`config.mk`:
```
export PLATFORM = sky130hd
export DESIGN_NAME = tlb_result_ctrl_flat
export DESIGN_NICKNAME = d
export VERILOG_FILES = /design/src/rtl/l2_tlb_pkg.sv /design/src/rtl/tlb_if.sv /design/src/rtl/tlb_result_ctrl.sv /design/src/flat_wrapper.sv
export VERILOG_INCLUDE_DIRS = /design/src /design/src/rtl
export SDC_FILE = /design/constraint.sdc
export NUM_CORES = 2
export LEC_CHECK = 0
export BUFFER_PORTS_ARGS = -buffer_cell sky130_fd_sc_hd__buf_4
export CORE_MARGIN = 1
export CORE_UTILIZATION = 45
export DETAILED_ROUTE_END_ITERATION = 10
export PLACE_DENSITY_LB_ADDON = 0.25
export SETUP_SLACK_MARGIN = 0.2
export SYNTH_ARGS = -nofsm -noshare
export SYNTH_HDL_FRONTEND = slang
export SYNTH_SLANG_ARGS = --single-unit
```
`constraint.sdc`:
```
create_clock -name clk_i -period 3.6 [get_ports clk_i]
set_clock_uncertainty 0.05 [all_clocks]
set_input_delay 0 -clock clk_i [delete_from_list [all_inputs] [get_ports clk_i]]
set_output_delay 0 -clock clk_i [all_outputs]
set_load 0.02 [all_outputs]
```
`src/rtl/l2_tlb_macros.svh`:
```
// Size constants shared by the L2 TLB RTL and its testbench, included where a width is needed
`ifndef L2_TLB_MACROS_SVH
`define L2_TLB_MACROS_SVH

//////////////////////////////
// Address space
//////////////////////////////

`define TLB_VA_WIDTH        32  // Input (virtual) address
`define TLB_PA_WIDTH        40  // Output (physical) address
`define TLB_PAGE_BITS       12  // 4 kB pages

//////////////////////////////
// TLB organisation
//////////////////////////////

`define TLB_N_SETS          8   // Selected by the low bits of the page number
`define TLB_N_ROWS          4   // Rows searched per set, one per cycle
`define TLB_N_BANKS         2   // Tag banks compared in parallel

// Each row of a bank holds two entries, one on each RAM port.
// The page RAM holds one page number per tag entry of every bank.

//////////////////////////////
// Configuration write port
//////////////////////////////

`define TLB_CFG_DATA_WIDTH  64
`define TLB_CFG_ADDR_WIDTH  16  // Word address

`endif

```
`src/rtl/l2_tlb_pkg.sv`:
```
// Types shared by the L2 TLB blocks, imported by each module that names one of them
`include "l2_tlb_macros.svh"

package l2_tlb_pkg;

   //////////////////////////////
   // Address fields
   //////////////////////////////

   typedef logic [`TLB_VA_WIDTH-`TLB_PAGE_BITS-1:0] vpn_t;  // Virtual page number
   typedef logic [`TLB_PA_WIDTH-`TLB_PAGE_BITS-1:0] ppn_t;  // Physical page number

   typedef logic [$clog2(`TLB_N_SETS)-1:0]  set_idx_t;  // Low bits of the page number
   typedef logic [$clog2(`TLB_N_ROWS)-1:0]  row_idx_t;
   typedef logic [$clog2(`TLB_N_BANKS)-1:0] bank_idx_t;

   // Tag RAM address is {set, row, port}
   typedef logic [$bits(set_idx_t)+$bits(row_idx_t):0] tag_addr_t;

   // One page number per tag entry and bank
   typedef logic [$bits(tag_addr_t)+$bits(bank_idx_t)-1:0] pa_addr_t;

   //////////////////////////////
   // Tag entry
   //////////////////////////////

   // Page number in the low bits, flags above it
   typedef logic [$bits(vpn_t)+3:0] tag_entry_t;

   localparam int unsigned TAG_VALID_BIT = $bits(vpn_t);
   localparam int unsigned TAG_READ_BIT  = $bits(vpn_t) + 1;  // Read allowed
   localparam int unsigned TAG_WRITE_BIT = $bits(vpn_t) + 2;  // Write allowed
   localparam int unsigned TAG_COH_BIT   = $bits(vpn_t) + 3;  // Cache coherent page

   //////////////////////////////
   // State machines
   //////////////////////////////

   typedef enum logic [1:0] {SEARCH_IDLE, SEARCH_RUN, SEARCH_DONE} search_state_t;

   typedef enum logic [1:0] {OUT_IDLE, OUT_WAIT_WRITE, OUT_SEND} out_state_t;

endpackage

```
`src/rtl/tlb_if.sv`:
```
// Internal buses of the L2 TLB: configuration writes and the row lookup path between blocks
`include "l2_tlb_macros.svh"

// Decoded configuration writes, one strobe per target
interface tlb_cfg_if
   import l2_tlb_pkg::*;
();
   logic [`TLB_N_BANKS-1:0] tag_we;  // One strobe per tag bank
   tag_addr_t               tag_waddr;
   tag_entry_t              tag_wdata;
   logic                    pa_we;
   pa_addr_t                pa_waddr;
   ppn_t                    pa_wdata;

   modport cfg  (output tag_we, tag_waddr, tag_wdata, pa_we, pa_waddr, pa_wdata);
   modport bank (input  tag_we, tag_waddr, tag_wdata);
   modport pa   (input  pa_we, pa_waddr, pa_wdata);
   modport mon  (input  tag_we);  // Search pauses on tag writes

endinterface

// Row reads toward the tag banks and compare results back
interface tlb_lookup_if
   import l2_tlb_pkg::*;
();
   row_idx_t                  row;        // Row being read
   logic                      rd_en;
   vpn_t                      vpn;        // Latched request page
   logic                      rw;         // 1 for a write request
   logic                      res_valid;  // Bank outputs belong to a read
   logic [`TLB_PAGE_BITS-1:0] page_off;   // Latched page offset

   // One bit per bank
   logic [`TLB_N_BANKS-1:0] hit;
   logic [`TLB_N_BANKS-1:0] prot;
   logic [`TLB_N_BANKS-1:0] coherent;
   logic [`TLB_N_BANKS-1:0] hit_port;  // Entry that hit, 0 or 1

   logic any_hit;

   modport ctrl (output row, rd_en, vpn, rw, res_valid, page_off, input any_hit);
   modport bank (input row, rd_en, vpn, rw, output hit, prot, coherent, hit_port);
   modport res  (input row, vpn, res_valid, page_off, hit, prot, coherent, hit_port,
                 output any_hit);

endinterface

```
`src/rtl/tlb_result_ctrl.sv`:
```
// Result path of the L2 TLB: picks the hitting bank, reads the page RAM and holds the outputs
`include "l2_tlb_macros.svh"

module tlb_result_ctrl
   import l2_tlb_pkg::*;
(
   input  logic                     clk_i,
   input  logic                     rst_ni,
   tlb_lookup_if.res                lk_i,
   tlb_cfg_if.pa                    cfg_i,
   input  logic                     search_done_i,
   output logic                     out_taken_o,
   input  logic                     out_ready_i,
   output logic                     out_valid_o,
   output logic                     hit_o,
   output logic                     miss_o,
   output logic                     prot_o,
   output logic                     coherent_o,
   output logic [`TLB_PA_WIDTH-1:0] out_addr_o
);

   localparam int unsigned PA_DEPTH = 2 ** $bits(pa_addr_t);

   out_state_t state_q;
   out_state_t state_d;
   bank_idx_t  hit_bank;
   row_idx_t   res_row;
   tag_addr_t  hit_taddr;
   pa_addr_t   pa_raddr_new;
   pa_addr_t   pa_raddr_q;   // Kept for a read after a colliding write
   pa_addr_t   pa_raddr;
   logic       pa_rd;
   logic       load_raddr;
   logic       hit_d;
   logic       miss_d;
   logic       prot_d;
   logic       coh_d;
   ppn_t       pa_mem [PA_DEPTH];
   ppn_t       ppn_q;

   assign lk_i.any_hit = lk_i.res_valid & (|lk_i.hit);

   //////////////////////////////
   // Hit selection
   //////////////////////////////

   always_comb begin
      hit_bank = '0;
      for (int b = `TLB_N_BANKS - 1; b >= 0; b--) begin
         if (lk_i.hit[b]) hit_bank = bank_idx_t'(b);  // Lowest bank wins
      end
   end

   // Row has already advanced past the returning read
   assign res_row      = lk_i.row - 1'b1;
   assign hit_taddr    = {lk_i.vpn[$bits(set_idx_t)-1:0], res_row, lk_i.hit_port[hit_bank]};
   assign pa_raddr_new = pa_addr_t'(hit_taddr * `TLB_N_BANKS + hit_bank);

   //////////////////////////////
   // Output FSM
   //////////////////////////////

   always_comb begin
      state_d     = state_q;
      hit_d       = hit_o;
      miss_d      = miss_o;
      prot_d      = prot_o;
      coh_d       = coherent_o;
      pa_raddr    = pa_raddr_q;
      pa_rd       = 1'b0;
      load_raddr  = 1'b0;
      out_valid_o = 1'b0;
      out_taken_o = 1'b0;
      unique case (state_q)
         OUT_IDLE: begin
            if (search_done_i) begin
               state_d = OUT_SEND;
               hit_d   = lk_i.any_hit;
               miss_d  = ~lk_i.any_hit;
               prot_d  = lk_i.any_hit & lk_i.prot[hit_bank];
               coh_d   = 1'b0;
               if (lk_i.any_hit && !lk_i.prot[hit_bank]) begin
                  coh_d      = lk_i.coherent[hit_bank];
                  pa_raddr   = pa_raddr_new;
                  load_raddr = 1'b1;
                  if (cfg_i.pa_we) begin
                     state_d = OUT_WAIT_WRITE;  // RAM port busy with a write
                  end else begin
                     pa_rd = 1'b1;
                  end
               end
            end
         end
         OUT_WAIT_WRITE: begin
            if (!cfg_i.pa_we) begin
               pa_rd   = 1'b1;
               state_d = OUT_SEND;
            end
         end
         OUT_SEND: begin
            out_valid_o = 1'b1;
            if (out_ready_i) begin
               out_taken_o = 1'b1;
               state_d     = OUT_IDLE;
               hit_d       = 1'b0;
               miss_d      = 1'b0;
               prot_d      = 1'b0;
               coh_d       = 1'b0;
            end
         end
         default: state_d = OUT_IDLE;
      endcase
   end

   always_ff @(posedge clk_i) begin
      if (!rst_ni) begin
         state_q    <= OUT_IDLE;
         hit_o      <= 1'b0;
         miss_o     <= 1'b0;
         prot_o     <= 1'b0;
         coherent_o <= 1'b0;
      end else begin
         state_q    <= state_d;
         hit_o      <= hit_d;
         miss_o     <= miss_d;
         prot_o     <= prot_d;
         coherent_o <= coh_d;
      end
   end

   always_ff @(posedge clk_i) begin
      if (load_raddr) pa_raddr_q <= pa_raddr_new;
   end

   //////////////////////////////
   // Page RAM
   //////////////////////////////

   // Read register only loads on a read, so it holds while outputs wait
   always_ff @(posedge clk_i) begin
      if (cfg_i.pa_we) begin
         pa_mem[cfg_i.pa_waddr] <= cfg_i.pa_wdata;
      end else if (pa_rd) begin
         ppn_q <= pa_mem[pa_raddr];
      end
   end

   assign out_addr_o = {ppn_q, lk_i.page_off};

endmodule

```
`src/flat_wrapper.sv`:
```
// flat-port wrapper written by rule: the top's interface ports become plain ports
module tlb_result_ctrl_flat import l2_tlb_pkg::*;
  (clk_i, rst_ni, search_done_i, out_taken_o, out_ready_i, out_valid_o, hit_o, miss_o, prot_o, coherent_o, out_addr_o, lk_i_row, lk_i_vpn, lk_i_res_valid, lk_i_page_off, lk_i_hit, lk_i_prot, lk_i_coherent, lk_i_hit_port, lk_i_any_hit, cfg_i_pa_we, cfg_i_pa_waddr, cfg_i_pa_wdata);
  tlb_lookup_if lk_i_i ();
  tlb_cfg_if cfg_i_i ();
  input  logic clk_i;
  input  logic rst_ni;
  input  logic search_done_i;
  output logic out_taken_o;
  input  logic out_ready_i;
  output logic out_valid_o;
  output logic hit_o;
  output logic miss_o;
  output logic prot_o;
  output logic coherent_o;
  output logic [`TLB_PA_WIDTH-1:0] out_addr_o;
  input wire logic [$bits(lk_i_i.row)-1:0] lk_i_row;
  input wire logic [$bits(lk_i_i.vpn)-1:0] lk_i_vpn;
  input wire logic [$bits(lk_i_i.res_valid)-1:0] lk_i_res_valid;
  input wire logic [$bits(lk_i_i.page_off)-1:0] lk_i_page_off;
  input wire logic [$bits(lk_i_i.hit)-1:0] lk_i_hit;
  input wire logic [$bits(lk_i_i.prot)-1:0] lk_i_prot;
  input wire logic [$bits(lk_i_i.coherent)-1:0] lk_i_coherent;
  input wire logic [$bits(lk_i_i.hit_port)-1:0] lk_i_hit_port;
  output wire logic [$bits(lk_i_i.any_hit)-1:0] lk_i_any_hit;
  input wire logic [$bits(cfg_i_i.pa_we)-1:0] cfg_i_pa_we;
  input wire logic [$bits(cfg_i_i.pa_waddr)-1:0] cfg_i_pa_waddr;
  input wire logic [$bits(cfg_i_i.pa_wdata)-1:0] cfg_i_pa_wdata;
  assign lk_i_i.row = lk_i_row;
  assign lk_i_i.vpn = lk_i_vpn;
  assign lk_i_i.res_valid = lk_i_res_valid;
  assign lk_i_i.page_off = lk_i_page_off;
  assign lk_i_i.hit = lk_i_hit;
  assign lk_i_i.prot = lk_i_prot;
  assign lk_i_i.coherent = lk_i_coherent;
  assign lk_i_i.hit_port = lk_i_hit_port;
  assign lk_i_any_hit = lk_i_i.any_hit;
  assign cfg_i_i.pa_we = cfg_i_pa_we;
  assign cfg_i_i.pa_waddr = cfg_i_pa_waddr;
  assign cfg_i_i.pa_wdata = cfg_i_pa_wdata;
  tlb_result_ctrl u_core (.clk_i(clk_i), .rst_ni(rst_ni), .lk_i(lk_i_i), .cfg_i(cfg_i_i), .search_done_i(search_done_i), .out_taken_o(out_taken_o), .out_ready_i(out_ready_i), .out_valid_o(out_valid_o), .hit_o(hit_o), .miss_o(miss_o), .prot_o(prot_o), .coherent_o(coherent_o), .out_addr_o(out_addr_o));
endmodule
```
==> impl_metrics.toml <==
[run]
drv_cap = 0

[sta]
fin_crit_sh_pct = 103
period_minus_slack_ps = 3700
holdWs_ps = 69.2
rsz0062_at_grt = "yes"
max_slew_margin_pct = 16.1
tightestPinTransition_ps = 1260
setup_ws_ps = -99.4
finalHoldViolCount = 0
setup_viol = 22
slew_violations = 0
max_freq_mhz = 270

[outcome]
status = "complete, but fails checks"
violations = "setup timing"

[yosys]
syn-num-nets = 8303
synth_seq_area_share_pct = 77.1
synth_top_area_share_pct = 77.1
synth-seq-cells = 3625
ys_async_sr_fraction_pct = 0
synth_edf_count = 3619
synth_area_leaders = "edfxtp_1 (77%), mux2i_1 (5.6%), mux4_2 (3.0%), nand2_1 (2.6%), nand3_1 (1.2%)"
syn_avg_cell_area_um2 = 17.2
yosysTopAreaCell = "edfxtp_1"
synth_common_cells = "edfxtp_1 (3,619), nand2_1 (963), mux2i_1 (789)"
synth_warnings = 0
yosysMostFrequentCell = "edfxtp_1"
synth_ff_type = "edfxtp_1"
syn-cell-area_um2 = 141000
synthDistinctLibCells = 82
synth_cells = 8220

[placed_design]
place_hpwl_um = 278000
dp_worst_setup_slack_ps = -580
place_congestion = 0.957
io_buffers = 88

[floorplan]
row_count = 205
fp.dieH_um = 562
io_pins = 130
fp.dieW_um = 562
start_util_pct = 45.2
die-area_um2 = 316000
coreArea_um2 = 312000

[route]
ant_nets = 0
wl_per_cell_um = 32.7
routed_wl_um = 450000
route.detailed.drc = 0
vias = 85100
first_pass_iters = 8
drt-vias-per-instance = 6.18
drtIter0Drc = 12600

[global_route]
grt_pass1_wl_um = 621000
grt_antenna_before_repair = 54
grt_pass1_vias = 81300
grt_start_max_net_pins = 89
grt-ovfl-total = 0
grt_usage_pct = 27.8

[cts]
cts_root_buf = "clkbuf_16"
numCtsBuffers = 368
htreeDepth = 5
clk_latency_ps = 990
clk_path_buf_depth = 4
clock_sinks = 3625
clk_pin_slew_ps = 60
cts_tree = "done"

[setup_path]
start_kind = "flip-flop"
cp.required_ps = 4230
crit_start = "u_core.state_q[1]$_SDFFE_PN0P_"
max_stage_delay_ps = 350
cp-end-kind = "flip-flop"
r2r-start = "u_core.state_q[1]$_SDFFE_PN0P_"
crit_family = "buffers and inverters"
critPathMostFrequentCell = "buf_12"
arrival_ps = 4330
slowest_stage = "o2111a_2"
worstSetupPathType = "reg -> reg"
path_cells = "nor3b_4 > o2111ai_4 > buf_12 > buf_4 > mux2i_4 > buf_12 > nand3_4 > buf_12 > buf_6 > buf_4 > o22ai_1 > o21ai_2 > buf_4 > o2111a_2 > buf_12 > o2111ai_1"
critical_path_buf_inv_count = 8
cp_max_fo = 10

[final_layout]
nets = 9400
area_delta_synth_final_pct = 21.3
drive_above_1_share_pct = 23.8
n_fill_cell = 24100

[power]
p_leak_nw = 58.2
powerDensity_nw_per_um2 = 530
vdd_drop_max_mv = 0.383

[min_path]
hp-class = "in -> reg"
hp-start = "lk_i_vpn[0]"
## per-stage QoR
step                utilization (%)  std cells  cell area, um^2  TNS [ps]  total power, mW
floorplan                         -       8220           141000         0             49.7
global placement               49.8      12900           155000     -6890             52.7
detailed placement             49.8      12900           155000     -7690             52.8
CTS                            54.5      13700           170000     -22.2             90.7
global route                   54.8      13800           171000     -2910             92.6
finish                         54.9      13800           171000     -1070             90.6
## placed cells by master (no fill, tap or decap), types with 94 or more instances in the layout
master | Yosys | layout
buf_12 | 0 | 228
mux4_2 | 188 | 188
nor2_1 | 227 | 94
o22ai_1 | 207 | 201
a21oi_1 | 158 | 153
o21ai_0 | 139 | 101
nand3_1 | 331 | 322
mux2i_1 | 789 | 768
nand2_1 | 963 | 955
edfxtp_1 | 3619 | 3619
clkbuf_16 | 0 | 376
buf_4 | 56 | 851
## worst paths after layout
kind | endpoint | slack (ps) | cells past startpoint
max reg2reg | u_core.ppn_q[9]$_DFFE_PP_ | -100 | 16
min reg2reg | u_core.hit_o$_SDFFE_PN0P_ | 480 | 2
min | u_core.pa_raddr_q[4]$_DFFE_PP_ | 70 | 2
max | u_core.ppn_q[9]$_DFFE_PP_ | -100 | 16
## sequential cells by signal (all words and copies together) (netlist names)
| register | count |
|---|---|
| u_core.state_q | 2 |
| u_core.pa_raddr_q | 7 |
| u_core.hit_o | 1 |
| u_core.coherent_o | 1 |
| u_core.prot_o | 1 |
| u_core.pa_mem | 3584 |
| u_core.ppn_q | 28 |
| u_core.miss_o | 1 |
## power breakdown
part           leakage, nW  switching (mW)  internal (mW)  total (mW)
combinational         19.8            3.62           2.15        5.76
clock                 5.81            16.5           21.7        38.2
sequential            32.6          0.0684           46.6        46.7
## kinds of logic after synthesis
group           synth area share (%)
mux                             8.92
xor+xnor                     0.00621
simple gates                    5.36
flops                           77.1
buf+inv                         2.02
compound gates                  6.56
## area by class of cell
cell class / instances / area [um^2] / area share (%)
diodes: 22 / 55.1 / 0.0322
clock buffers: 438 / 9470 / 5.54
inverters: 88 / 333 / 0.195
flip-flops and latches: 3625 / 109000 / 63.6
multi-input cells: 3977 / 31200 / 18.2
repair buffers: 1257 / 13600 / 7.94
clock inverters: 233 / 2500 / 1.46
well taps: 4140 / 5180 / 3.03
## routing by layer
| layer | up-vias | wire length [um] | track usage [%] |
|---|---|---|---|
| met3 | 803 | 49600 | 5.87 |
| met5 | - | 92 | 0 |
| met4 | 16 | 21100 | 12.2 |
| met1 | 44100 | 176000 | 38.7 |
| li1 | 35100 | - | - |
| met2 | 5063 | 203000 | 42.5 |
## what timing repair did
action | 4_1_cts | 5_1_grt
resized for setup | 226 | 94
hold buffers | 84 | 0
buffers inserted | 55 | 56
hold endpoints to repair | 3781 | 0
setup endpoints to repair | 28 | 28
pin swaps | 61 | 45
cloned | 12 | 8
No activity file was read; power rests on OpenSTA's default activity.
