File: src/rtl/l2_tlb_macros.svh
// Size constants shared by the L2 TLB RTL and its testbench, included where a width is needed
`ifndef L2_TLB_MACROS_SVH
`define L2_TLB_MACROS_SVH

//////////////////////////////
// Address space
//////////////////////////////

`define TLB_VA_WIDTH        32  // Input (virtual) address
`define TLB_PA_WIDTH        40  // Output (physical) address
`define TLB_PAGE_BITS       12  // 4 kB pages

//////////////////////////////
// TLB organisation
//////////////////////////////

`define TLB_N_SETS          8   // Selected by the low bits of the page number
`define TLB_N_ROWS          4   // Rows searched per set, one per cycle
`define TLB_N_BANKS         2   // Tag banks compared in parallel

// Each row of a bank holds two entries, one on each RAM port.
// The page RAM holds one page number per tag entry of every bank.

//////////////////////////////
// Configuration write port
//////////////////////////////

`define TLB_CFG_DATA_WIDTH  64
`define TLB_CFG_ADDR_WIDTH  16  // Word address

`endif

File: src/rtl/l2_tlb_pkg.sv
// Types shared by the L2 TLB blocks, imported by each module that names one of them
`include "l2_tlb_macros.svh"

package l2_tlb_pkg;

   //////////////////////////////
   // Address fields
   //////////////////////////////

   typedef logic [`TLB_VA_WIDTH-`TLB_PAGE_BITS-1:0] vpn_t;  // Virtual page number
   typedef logic [`TLB_PA_WIDTH-`TLB_PAGE_BITS-1:0] ppn_t;  // Physical page number

   typedef logic [$clog2(`TLB_N_SETS)-1:0]  set_idx_t;  // Low bits of the page number
   typedef logic [$clog2(`TLB_N_ROWS)-1:0]  row_idx_t;
   typedef logic [$clog2(`TLB_N_BANKS)-1:0] bank_idx_t;

   // Tag RAM address is {set, row, port}
   typedef logic [$bits(set_idx_t)+$bits(row_idx_t):0] tag_addr_t;

   // One page number per tag entry and bank
   typedef logic [$bits(tag_addr_t)+$bits(bank_idx_t)-1:0] pa_addr_t;

   //////////////////////////////
   // Tag entry
   //////////////////////////////

   // Page number in the low bits, flags above it
   typedef logic [$bits(vpn_t)+3:0] tag_entry_t;

   localparam int unsigned TAG_VALID_BIT = $bits(vpn_t);
   localparam int unsigned TAG_READ_BIT  = $bits(vpn_t) + 1;  // Read allowed
   localparam int unsigned TAG_WRITE_BIT = $bits(vpn_t) + 2;  // Write allowed
   localparam int unsigned TAG_COH_BIT   = $bits(vpn_t) + 3;  // Cache coherent page

   //////////////////////////////
   // State machines
   //////////////////////////////

   typedef enum logic [1:0] {SEARCH_IDLE, SEARCH_RUN, SEARCH_DONE} search_state_t;

   typedef enum logic [1:0] {OUT_IDLE, OUT_WAIT_WRITE, OUT_SEND} out_state_t;

endpackage

File: src/rtl/tlb_if.sv
// Internal buses of the L2 TLB: configuration writes and the row lookup path between blocks
`include "l2_tlb_macros.svh"

// Decoded configuration writes, one strobe per target
interface tlb_cfg_if
   import l2_tlb_pkg::*;
();
   logic [`TLB_N_BANKS-1:0] tag_we;  // One strobe per tag bank
   tag_addr_t               tag_waddr;
   tag_entry_t              tag_wdata;
   logic                    pa_we;
   pa_addr_t                pa_waddr;
   ppn_t                    pa_wdata;

   modport cfg  (output tag_we, tag_waddr, tag_wdata, pa_we, pa_waddr, pa_wdata);
   modport bank (input  tag_we, tag_waddr, tag_wdata);
   modport pa   (input  pa_we, pa_waddr, pa_wdata);
   modport mon  (input  tag_we);  // Search pauses on tag writes

endinterface

// Row reads toward the tag banks and compare results back
interface tlb_lookup_if
   import l2_tlb_pkg::*;
();
   row_idx_t                  row;        // Row being read
   logic                      rd_en;
   vpn_t                      vpn;        // Latched request page
   logic                      rw;         // 1 for a write request
   logic                      res_valid;  // Bank outputs belong to a read
   logic [`TLB_PAGE_BITS-1:0] page_off;   // Latched page offset

   // One bit per bank
   logic [`TLB_N_BANKS-1:0] hit;
   logic [`TLB_N_BANKS-1:0] prot;
   logic [`TLB_N_BANKS-1:0] coherent;
   logic [`TLB_N_BANKS-1:0] hit_port;  // Entry that hit, 0 or 1

   logic any_hit;

   modport ctrl (output row, rd_en, vpn, rw, res_valid, page_off, input any_hit);
   modport bank (input row, rd_en, vpn, rw, output hit, prot, coherent, hit_port);
   modport res  (input row, vpn, res_valid, page_off, hit, prot, coherent, hit_port,
                 output any_hit);

endinterface

File: src/rtl/tlb_search_ctrl.sv
// Lookup sequencer of the L2 TLB: latches the request and steps through the rows of its set
`include "l2_tlb_macros.svh"

module tlb_search_ctrl
   import l2_tlb_pkg::*;
(
   input  logic                     clk_i,
   input  logic                     rst_ni,
   input  logic                     start_i,
   input  logic [`TLB_VA_WIDTH-1:0] addr_i,
   input  logic                     rw_i,
   output logic                     busy_o,
   tlb_cfg_if.mon                   cfg_i,
   tlb_lookup_if.ctrl               lk_o,
   output logic                     search_done_o,
   input  logic                     out_taken_i
);

   localparam row_idx_t LAST_ROW = row_idx_t'(`TLB_N_ROWS - 1);

   search_state_t             state_q;
   search_state_t             state_d;
   logic                      start_acc;
   logic                      rd_en;
   logic                      res_valid_q;
   logic                      all_rd_q;   // Last row has been read
   row_idx_t                  row_q;
   vpn_t                      vpn_q;
   logic                      rw_q;
   logic [`TLB_PAGE_BITS-1:0] off_q;

   assign start_acc = (state_q == SEARCH_IDLE) & start_i;
   assign busy_o    = (state_q != SEARCH_IDLE);

   // Stop on the first hit or on the result of the last row
   assign search_done_o = (state_q == SEARCH_RUN) & res_valid_q & (lk_o.any_hit | all_rd_q);

   // Tag writes own RAM port 0, so the row is held
   assign rd_en = (state_q == SEARCH_RUN) & ~all_rd_q & ~(|cfg_i.tag_we) & ~search_done_o;

   //////////////////////////////
   // FSM
   //////////////////////////////

   always_comb begin
      state_d = state_q;
      unique case (state_q)
         SEARCH_IDLE: begin
            if (start_i) state_d = SEARCH_RUN;
         end
         SEARCH_RUN: begin
            if (search_done_o) state_d = SEARCH_DONE;
         end
         SEARCH_DONE: begin
            if (out_taken_i) state_d = SEARCH_IDLE;  // Result delivered
         end
         default: state_d = SEARCH_IDLE;
      endcase
   end

   always_ff @(posedge clk_i) begin
      if (!rst_ni) begin
         state_q     <= SEARCH_IDLE;
         res_valid_q <= 1'b0;
         row_q       <= '0;
         all_rd_q    <= 1'b0;
      end else begin
         state_q     <= state_d;
         res_valid_q <= rd_en;  // One-cycle tag RAM latency
         if (start_acc) begin
            row_q    <= '0;
            all_rd_q <= 1'b0;
         end else if (rd_en) begin
            row_q <= row_q + 1'b1;
            if (row_q == LAST_ROW) all_rd_q <= 1'b1;
         end
      end
   end

   // Request is held so the caller may move on
   always_ff @(posedge clk_i) begin
      if (start_acc) begin
         vpn_q <= addr_i[`TLB_VA_WIDTH-1:`TLB_PAGE_BITS];
         off_q <= addr_i[`TLB_PAGE_BITS-1:0];
         rw_q  <= rw_i;
      end
   end

   assign lk_o.row       = row_q;
   assign lk_o.rd_en     = rd_en;
   assign lk_o.vpn       = vpn_q;
   assign lk_o.rw        = rw_q;
   assign lk_o.res_valid = res_valid_q;
   assign lk_o.page_off  = off_q;

endmodule

File: src/flat_wrapper.sv
// flat-port wrapper written by rule: the top's interface ports become plain ports
module tlb_search_ctrl_flat import l2_tlb_pkg::*;
  (clk_i, rst_ni, start_i, addr_i, rw_i, busy_o, search_done_o, out_taken_i, cfg_i_tag_we, lk_o_row, lk_o_rd_en, lk_o_vpn, lk_o_rw, lk_o_res_valid, lk_o_page_off, lk_o_any_hit);
  tlb_cfg_if cfg_i_i ();
  tlb_lookup_if lk_o_i ();
  input  logic clk_i;
  input  logic rst_ni;
  input  logic start_i;
  input  logic [`TLB_VA_WIDTH-1:0] addr_i;
  input  logic rw_i;
  output logic busy_o;
  output logic search_done_o;
  input  logic out_taken_i;
  input wire logic [$bits(cfg_i_i.tag_we)-1:0] cfg_i_tag_we;
  output wire logic [$bits(lk_o_i.row)-1:0] lk_o_row;
  output wire logic [$bits(lk_o_i.rd_en)-1:0] lk_o_rd_en;
  output wire logic [$bits(lk_o_i.vpn)-1:0] lk_o_vpn;
  output wire logic [$bits(lk_o_i.rw)-1:0] lk_o_rw;
  output wire logic [$bits(lk_o_i.res_valid)-1:0] lk_o_res_valid;
  output wire logic [$bits(lk_o_i.page_off)-1:0] lk_o_page_off;
  input wire logic [$bits(lk_o_i.any_hit)-1:0] lk_o_any_hit;
  assign cfg_i_i.tag_we = cfg_i_tag_we;
  assign lk_o_row = lk_o_i.row;
  assign lk_o_rd_en = lk_o_i.rd_en;
  assign lk_o_vpn = lk_o_i.vpn;
  assign lk_o_rw = lk_o_i.rw;
  assign lk_o_res_valid = lk_o_i.res_valid;
  assign lk_o_page_off = lk_o_i.page_off;
  assign lk_o_i.any_hit = lk_o_any_hit;
  tlb_search_ctrl u_core (.clk_i(clk_i), .rst_ni(rst_ni), .start_i(start_i), .addr_i(addr_i), .rw_i(rw_i), .busy_o(busy_o), .cfg_i(cfg_i_i), .lk_o(lk_o_i), .search_done_o(search_done_o), .out_taken_i(out_taken_i));
endmodule
File: config.mk
export PLATFORM = sky130hd
export DESIGN_NAME = tlb_search_ctrl_flat
export DESIGN_NICKNAME = d
export VERILOG_FILES = /design/src/rtl/l2_tlb_pkg.sv /design/src/rtl/tlb_if.sv /design/src/rtl/tlb_search_ctrl.sv /design/src/flat_wrapper.sv
export VERILOG_INCLUDE_DIRS = /design/src /design/src/rtl
export SDC_FILE = /design/constraint.sdc
export NUM_CORES = 1
export LEC_CHECK = 0
export ABC_AREA = 1
export BUFFER_PORTS_ARGS = -buffer_cell sky130_fd_sc_hd__buf_2
export CAP_MARGIN = 20
export CORE_MARGIN = 3
export CORE_UTILIZATION = 40
export DETAILED_ROUTE_END_ITERATION = 7
export PLACE_DENSITY_LB_ADDON = 0.1
export SLEW_MARGIN = 15
export SYNTH_ARGS = -nofsm -noshare
export SYNTH_HDL_FRONTEND = slang
export SYNTH_SLANG_ARGS = --single-unit
File: constraint.sdc
create_clock -name clk_i -period 1.69 [get_ports clk_i]
set_input_delay 0.2535 -clock clk_i [delete_from_list [all_inputs] [get_ports clk_i]]
set_output_delay 0.2535 -clock clk_i [all_outputs]
set_load 0.02 [all_outputs]
==> qor.yml, run 1 <==
clocking:
  postCtsSetupBuffers: 0
  tritoncts: "done"
  post_cts_resized: 0
  clkSlewWorstSetupHoldPaths_ps: 110
  cts_hold_buf: 0
  clock-sinks: 39
  root_buffer: "clkbuf_4"
  numCtsBuffers: 5
  worstSkewPairLatency_ps: 340
  ctsHtreeMaxLevel: 2
  clockBufferDepth: 2
layout:
  final_cell_mix: "buf_2, edfxtp_1, nor2_1"
  final_layout_size_suffix_gt1_share_pct: 57.5
  area_growth_pct: 39.2
  fin_cells: 211
  nFillCells: 290
  fin_nets: 207
  final_area_um2: 1840
  antennaDiodeCount: 0
  final_common_cell: "buf_2"
logic_synthesis:
  yosys.area_share.simple_pct: 10.0
  synth_xor_area_share_pct: 0
  yosysWarnings: 0
  ys_types: 16
  synth_mux_area_share_pct: 0
  synth_compound_area_share_pct: 1.42
  seq_area_frac_synth_pct: 84.2
  syn-num-nets: 121
  synth_top_family_by_area: "simple AND/OR/NAND/NOR gates"
  avgSynthCellArea_um2: 16.5
  synthAdderAreaFrac_pct: 0.948
  synth_seq_cells: 39
  syn-instance-count: 80
  synth.cell_area_um2: 1320
place:
  dp_hpwl_um: 1950
  port_buffers: 78
  dpl_cell_area_um2: 1790
  globalplace.congestion: 0.800
  place_inst: 203
route:
  drt-pass1-iter-count: 4
  vias_per_cell: 4.25
  antenna_left: 0
  drt_wl_total_um: 2550
  vias: 896
  first_iter_violations: 13
  post_drt_wl_per_cell_um: 12.1
  drc_errors: 0
timing:
  max_slew_margin_pct: 87.3
  period_share_pct: 88.7
  setup_violations: 0
  drv_slew: 0
  fmax_mhz: 667
  fin_skew_ps: 6.49
  hold_viol: 0
  rsz0062_at_grt: "false"
  min_period_ps: 1500
  worst_pin_slew_ps: 190
  finalSetupTns_ps: 0
grt:
  grt_pass1_wl_um: 4060
  grt_max_degree: 35
  overflow: 0
  antenna_found_initial: 0
  grtUsageTotal_pct: 13.5
  grt_pass1_vias: 904
die:
  initial_core_util_pct: 42.5
  die_h_um: 63.4
  die_x_um: 63.4
  io_pins: 79
  row_count: 20
  coreArea_um2: 3100
  die_area_um2: 4030
power:
  p_sw_uw: 444
  seq_power_share_pct: 62.7
  leakagePower_uw: 0.000811
  ir_drop_v: 0.000555
  powerDensity_nw_per_um2: 973
  pwr-share-comb_pct: 12.8
  internal_power_uw: 1340
  switching_share_pct: 24.8
  clockPowerShare_pct: 24.5
setup_path:
  worst_setup_path_end_kind: "output pin"
  crit_arrival_ps: 1250
  worstPathRequired_ps: 1440
  worst_path_max_delay_cell: "dfxtp_1"
  crit_family: "flip-flops"
  setup.worst_path.class: "reg -> out"
  startpoint_type: "flip-flop"
  cpPeakStageDelay_ps: 390
  cp_max_fo: 5
  crit_buf_inv: 3
  cp_cell_sequence: "inv_2, nor2_4, nand3_2, inv_1, buf_2"
run_status:
  outcome: "finished clean"
worst_hold_path:
  hold_class: "in -> reg"
job:
  max_cap_violations: 0
## flip-flops by register name, indices dropped and copies added (netlist names)
register,flops
u_core.lk_o.rw,1
u_core.all_rd_q,1
u_core.lk_o.vpn,20
u_core.state_q,2
u_core.lk_o.page_off,12
u_core.lk_o.row,2
u_core.lk_o.res_valid,1
## power groups by stage
| stage | clock, uW | sequential, uW | combinational (uW) |
|---|---|---|---|
| global placement | 0 | 1140 | 228 |
| detailed placement | 0 | 1140 | 233 |
| floorplan | 0 | 1210 | 52.3 |
| finish | 438 | 1120 | 229 |
| CTS | 465 | 1120 | 233 |
| global route | 504 | 1130 | 250 |
## Yosys cell counts
master    instances  area share (%)
a21oi_1           2            0.76
nand3_1           5             1.9
nor2_1            7             2.0
ha_1              1            0.95
nor3_1            1            0.38
nand2_2           3             1.4
clkinv_1          3            0.85
a21oi_2           1            0.66
inv_1             6             1.7
inv_2             3            0.85
edfxtp_1         33              75
dfxtp_1           6             9.1
nor2_4            2             1.7
nand3_2           1            0.76
nor2_2            1            0.47
nand2_1           5             1.4
## path summary, 6_finish.rpt
check | startpoint | endpoint | slack, ps | cells past startpoint
worst min-delay path | addr_i[4] | u_core.lk_o.page_off[4] | 80 | 1
worst max-delay path | u_core.state_q[0] | search_done_o | 190 | 5
worst min register to register | u_core.all_rd_q | u_core.all_rd_q | 500 | 2
worst max register to register | u_core.state_q[1] | u_core.lk_o.vpn[3] | 480 | 4
## cell families after synthesis
| kind of cell | after synthesis |
|---|---|
| buf+inv | 12 |
| flops | 39 |
| compound gates | 3 |
| simple gates | 25 |
| fa+ha+maj | 1 |
## layout make-up
cell class	instances	area [um^2]	area share (%)
inverter	12	45.0	2.45
sequential	39	1110	60.4
clock inverter	3	15.0	0.817
timing repair buffer	79	410	22.3
tap	44	55.1	3.00
clock buffer	5	37.5	2.04
multi-input combinational	29	164	8.92
## routing by layer
metal	vias up	global-route usage [%]	share of wire, %
met5	-	0	0
met4	0	5.66	0.59
met3	2	6.24	9.4
met2	40	23.2	54
met1	407	14.2	36
li1	447	-	-
## worst reg2reg max path, stage by stage (launching register included)
cell	delay (ps)
dfxtp_1	360
nor2_1	170
nand2_2	90
inv_2	80
buf_12	210
## per-stage QoR
stage,util (%),hold WS [ps],power (uW),setup WS (ps)
4_1_cts,59.2,55.6,1820,170
2_1_floorplan,-,352,1260,387
5_1_grt,59.2,46.8,1880,80.6
6_report,59.2,81.7,1790,190
3_5_place_dp,57.5,432,1380,497
3_3_place_gp,57.5,431,1370,570
Power figures use the tool's default switching activity.
==> run 2: changes to the inputs <==
--- a/config.mk
+++ b/config.mk
@@ -6,7 +6,6 @@
 export SDC_FILE = /design/constraint.sdc
 export NUM_CORES = 1
 export LEC_CHECK = 0
-export ABC_AREA = 1
 export BUFFER_PORTS_ARGS = -buffer_cell sky130_fd_sc_hd__buf_2
 export CAP_MARGIN = 20
 export CORE_MARGIN = 3
==> run 2 against run 1 <==
Global-route usage hardly changed. Sequential share of layout area is 0.24 points higher. Core utilization is 4.3 points higher. Clock skew is 2.2 ps lower. Non-clock buffer count is 3 higher. Sequential power hardly changed. Maximum frequency is 11% lower. First-iteration DRC count grew to 3.4 times the previous value. Worst setup slack worse by 180 ps. Cell area is 0.27% higher. Clock-buffer cell count is 2 higher. Critical path type unchanged. Highest routed layer unchanged. Final cell count is 7.6% lower.
==> qor.yml, run 2 <==
run_status:
  outcome: "finished clean"
logic_synthesis:
  ys_types: 18
  yosysMostFrequentCell: "edfxtp_1"
  synth_area_leaders: "edfxtp_1, dfxtp_1, nor3b_1"
  synthFlopType: "edfxtp_1"
  syn-instance-count: 63
  avgSynthCellArea_um2: 20.2
  synth_seq_cells: 39
  yosys.area.top_type: "edfxtp_1"
  synthArstFlopShare_pct: 0
  synth_top_cells_by_count: "edfxtp_1, dfxtp_1, nor3b_1, a21oi_1, o21ai_0"
  syn-num-nets: 104
  synth_edf_count: 33
  seq_area_frac_synth_pct: 87.1
  yosysWarnings: 0
  synth.cell_area_um2: 1270
  synth_top_area_share_pct: 77.7
layout:
  final_common_cell: "buf_2"
  fin_cells: 195
  nFillCells: 244
  largest_reg_flops: 20
  final_cell_mix: "buf_2, edfxtp_1, clkbuf_4"
  final_layout_size_suffix_gt1_share_pct: 62.1
  fin_nets: 193
  antennaDiodeCount: 0
  area_growth_pct: 44.6
route:
  vias_per_cell: 4.63
  drt_wl_total_um: 2550
  first_iter_violations: 44
  post_drt_wl_per_cell_um: 13.1
  vias: 902
  antenna_left: 0
  drt-pass1-iter-count: 4
  drc_errors: 0
grt:
  grt_max_degree: 35
  overflow: 0
  antenna_found_initial: 0
  grtUsageTotal_pct: 13.5
  grt_pass1_wl_um: 3970
  grt_pass1_vias: 893
die:
  coreArea_um2: 2900
  row_count: 19
  initial_core_util_pct: 44.0
  die_x_um: 62.5
  die_area_um2: 3900
  die_h_um: 62.5
  io_pins: 79
timing:
  setup_violations: 0
  worst_slack_ps: 12.2
  finalSetupTns_ps: 0
  period_share_pct: 99.3
  worst_pin_slew_ps: 529
  hold_viol: 0
  min_period_ps: 1680
  fin_skew_ps: 4.27
  rsz0062_at_grt: "true"
  fin_hold_ws_ps: 87.2
  fmax_mhz: 596
  drv_slew: 0
  max_slew_margin_pct: 64.2
setup_path:
  cp_max_fo: 2
  crit_arrival_ps: 1420
  crit_buf_inv: 1
  setup.worst_path.class: "reg -> out"
  startpoint_type: "flip-flop"
  cpPeakStageDelay_ps: 490
  cp_cell_sequence: "or4b_4, nor2_2, buf_6"
  crit_family: "simple AND/OR/NAND/NOR gates"
  worstPathRequired_ps: 1440
  worst_setup_path_end_kind: "output pin"
  worst_path_max_delay_cell: "or4b_4"
clocking:
  clockBufferDepth: 2
  numCtsBuffers: 5
  clock-sinks: 39
  root_buffer: "clkbuf_4"
  tritoncts: "done"
  ctsHtreeMaxLevel: 2
  clkSlewWorstSetupHoldPaths_ps: 110
  worstSkewPairLatency_ps: 330
  cts_hold_buf: 0
job:
  max_cap_violations: 0
place:
  pre_cts_ws_ps: 164
  place_inst: 184
  globalplace.congestion: 0.688
  port_buffers: 78
worst_hold_path:
  hold_class: "in -> reg"
power:
  powerDensity_nw_per_um2: 949
  leakagePower_uw: 0.000801
  ir_drop_v: 0.000680
  total_power_uw: 1750
## run 2: metal layers
metal	wire, um	GRT usage (%)	vias up	share of wire, %
met5	0	0	-	0
met3	387	8.27	5	15
met1	923	14.3	412	36
met2	1210	21.6	60	48
li1	-	-	425	-
met4	29	5.79	0	1.1
## run 2: logic make-up after synthesis
group | after synthesis | synth area share (%)
adders and majority gates | 1 | 0.981
muxes | 1 | 0.785
and+or+nand+nor | 13 | 7.07
AOI/OAI and AO/OA | 9 | 4.02
DFF | 39 | 87.1
## run 2: layout make-up
cell class	instances	area (um^2)	share of cell area, %
Clock buffer	7	45.0	2.44
Multi-Input combinational cell	24	183	9.91
Timing Repair Buffer	82	439	23.8
Clock inverter	1	5.00	0.272
Tap cell	42	52.6	2.85
Sequential cell	39	1120	60.7
## run 2: where the power goes
part | total [uW] | internal (uW) | switching (uW)
logic | 205 | 83.9 | 121
clock network | 435 | 162 | 273
registers | 1110 | 1100 | 11.0
total | 1750 | 1340 | 405
## run 2: worst paths after layout
path,end,cells past startpoint,startpoint,slack [ps]
max reg2reg,u_core.lk_o.row[0],4,u_core.state_q[1],150
max,lk_o_rd_en,3,u_core.state_q[1],10
min,u_core.lk_o.rw,1,rw_i,90
min reg2reg,u_core.lk_o.row[1],2,u_core.lk_o.row[1],510
## run 2: timing repair
| action | CTS | global route |
|---|---|---|
| endpoints found under the hold margin | 0 | 0 |
| resized for setup | 4 | 3 |
| buffers inserted | 3 | 0 |
| pin swaps | 2 | 0 |
| setup endpoints to repair | 1 | 2 |
## run 2: metrics by stage
stage	util, %	area, um^2
finish	63.5	1840
global route	63.5	1840
CTS	63.2	1830
detailed placement	60.4	1750
global placement	60.4	1750
floorplan	-	1290
## run 2: worst register-to-register path, cell delays in order (launching register included)
cell and delay [ps]:
dfxtp_4 360, or4b_4 490, buf_4 160, or3_1 340, a21oi_1 140
==> run 3: changes to the inputs <==
==> constraint.sdc (replaced) <==
create_clock -name clk_i -period 1.69 [get_ports clk_i]
set_input_delay 0.169 -clock clk_i [delete_from_list [all_inputs] [get_ports clk_i]]
set_output_delay 0.169 -clock clk_i [all_outputs]
set_load 0.02 [all_outputs]
==> run 3 against run 2 <==
Final cell count up 16%. Clock skew increased by 3.3 ps. Total power rose by 21%. Via count rose by 10%. Clock-buffer cell count down 1. Largest power group unchanged.
==> qor.yml, run 3 (synthesis gave the netlist of run 2 again) <==
route:
  antenna_left: 0
  vias_per_cell: 4.39
  drc_errors: 0
  first_iter_violations: 31
  post_drt_wl_per_cell_um: 13.8
  drt-pass1-iter-count: 3
  vias: 996
  drt_wl_total_um: 3140
clocking:
  clockBufferDepth: 2
  numCtsBuffers: 5
  clock-sinks: 39
  root_buffer: "clkbuf_4"
  ctsHtreeMaxLevel: 2
  clkSlewWorstSetupHoldPaths_ps: 110
  worstSkewPairLatency_ps: 330
  tritoncts: "done"
timing:
  min_period_ps: 1610
  period_share_pct: 95.3
  rsz0062_at_grt: "false"
  drv_slew: 0
  setup_violations: 0
  worst_pin_slew_ps: 505
  fmax_mhz: 621
  fin_skew_ps: 7.57
  hold_viol: 0
  fin_hold_ws_ps: 80.4
  max_slew_margin_pct: 65.9
layout:
  final_cell_mix: "buf_2, dlygate4sd3_1, edfxtp_1"
  fin_util_pct: 76.4
  final_common_cell: "buf_2"
  antennaDiodeCount: 0
  area_growth_pct: 73.9
  final_layout_size_suffix_gt1_share_pct: 50.8
  fin_nets: 225
  nFillCells: 191
  largest_reg_flops: 20
die:
  row_count: 19
  coreArea_um2: 2900
  die_x_um: 62.5
  die_h_um: 62.5
  io_pins: 79
  die_area_um2: 3900
  initial_core_util_pct: 44.0
run_status:
  outcome: "finished clean"
power:
  powerDensity_nw_per_um2: 958
  ir_drop_v: 0.000863
  leakagePower_uw: 0.000958
  total_power_uw: 2120
worst_hold_path:
  hold_class: "in -> reg"
place:
  port_buffers: 78
  dp_hpwl_um: 1830
  globalplace.congestion: 0.712
setup_path:
  crit_arrival_ps: 1440
  startpoint_type: "flip-flop"
  reg2reg_depth: 3
  worstPathRequired_ps: 1520
  worst_setup_path_end_kind: "output pin"
  critPathLaunch: "u_core.state_q[1]"
  timing.rr.end: "u_core.lk_o.row[0]"
  setup.worst_path.class: "reg -> out"
  worstSetupEndpoint: "lk_o_rd_en"
  r2r_start: "u_core.state_q[1]"
  ff2ff_setup_slack_ps: 260
  cp_max_fo: 4
grt:
  grt_pass1_wl_um: 4860
  grtUsageTotal_pct: 16.5
  antenna_found_initial: 0
  overflow: 0
  grt_pass1_vias: 1023
  grt_max_degree: 35
job:
  max_cap_violations: 0
## run 3: changes by cell type in the layout (fill, tap and decap cells not counted), sizes merged
cell         change
buf              -1
bufinv           +2
clkbuf           -1
clkinv           -1
dlygate4sd3     +33
## run 3: worst min-delay path by stage
stage,start,to,cells past startpoint,slack [ps]
after floorplan,addr_i[0],u_core.lk_o.page_off[0],0,270
after global placement,addr_i[20],u_core.lk_o.vpn[8],1,350
after detailed placement,addr_i[28],u_core.lk_o.vpn[16],1,350
after CTS,rst_ni,u_core.state_q[1],2,50
after global routing,rst_ni,u_core.state_q[1],2,60
final,rst_ni,u_core.state_q[1],2,80
## run 3: timing repair
action / CTS / global route
gates resized for setup: 4 / 3
buffers inserted: 1 / 1
hold buffers: 33 / 0
pin swaps: 1 / 1
setup endpoints to repair: 1 / 1
endpoints found under the hold margin: 33 / 0
## run 3: final cells by class
cell class | count | area [um^2] | area share (%)
multi-input cells | 24 | 183 | 8.24
well taps | 42 | 52.6 | 2.37
flip-flops and latches | 39 | 1120 | 50.5
clock inverters | 2 | 60.1 | 2.71
clock buffers | 6 | 41.3 | 1.86
repair buffers | 114 | 762 | 34.4
## run 3: routing by layer
metal,vias to the layer above,wire (um),global-route usage (%)
met5,-,0,0
met4,0,30,5.79
met3,4,296,7.55
met2,54,1650,27.8
met1,450,1160,18.4
li1,488,-,-
## run 3: where the power goes
group | total (uW) | internal, uW | switching (uW)
clock network | 745 | 462 | 284
logic | 269 | 133 | 136
registers | 1110 | 1100 | 12.0
## run 3: metrics by stage
step | setup WS [ps] | std cells | instance area [um^2] | setup TNS, ps
final | 79.8 | 227 | 2220 | 0
after global routing | 24.2 | 227 | 2220 | 0
after CTS | 9.97 | 226 | 2200 | 0
after detailed placement | 167 | 184 | 1750 | 0
after global placement | 205 | 184 | 1750 | 0
after floorplan | -10.4 | 63 | 1290 | -25.8
## run 3: critical path, stage by stage (launching register included)
cell     delay (ps)
dfxtp_4         360
or4b_4          510
nor2_4          110
buf_6           120
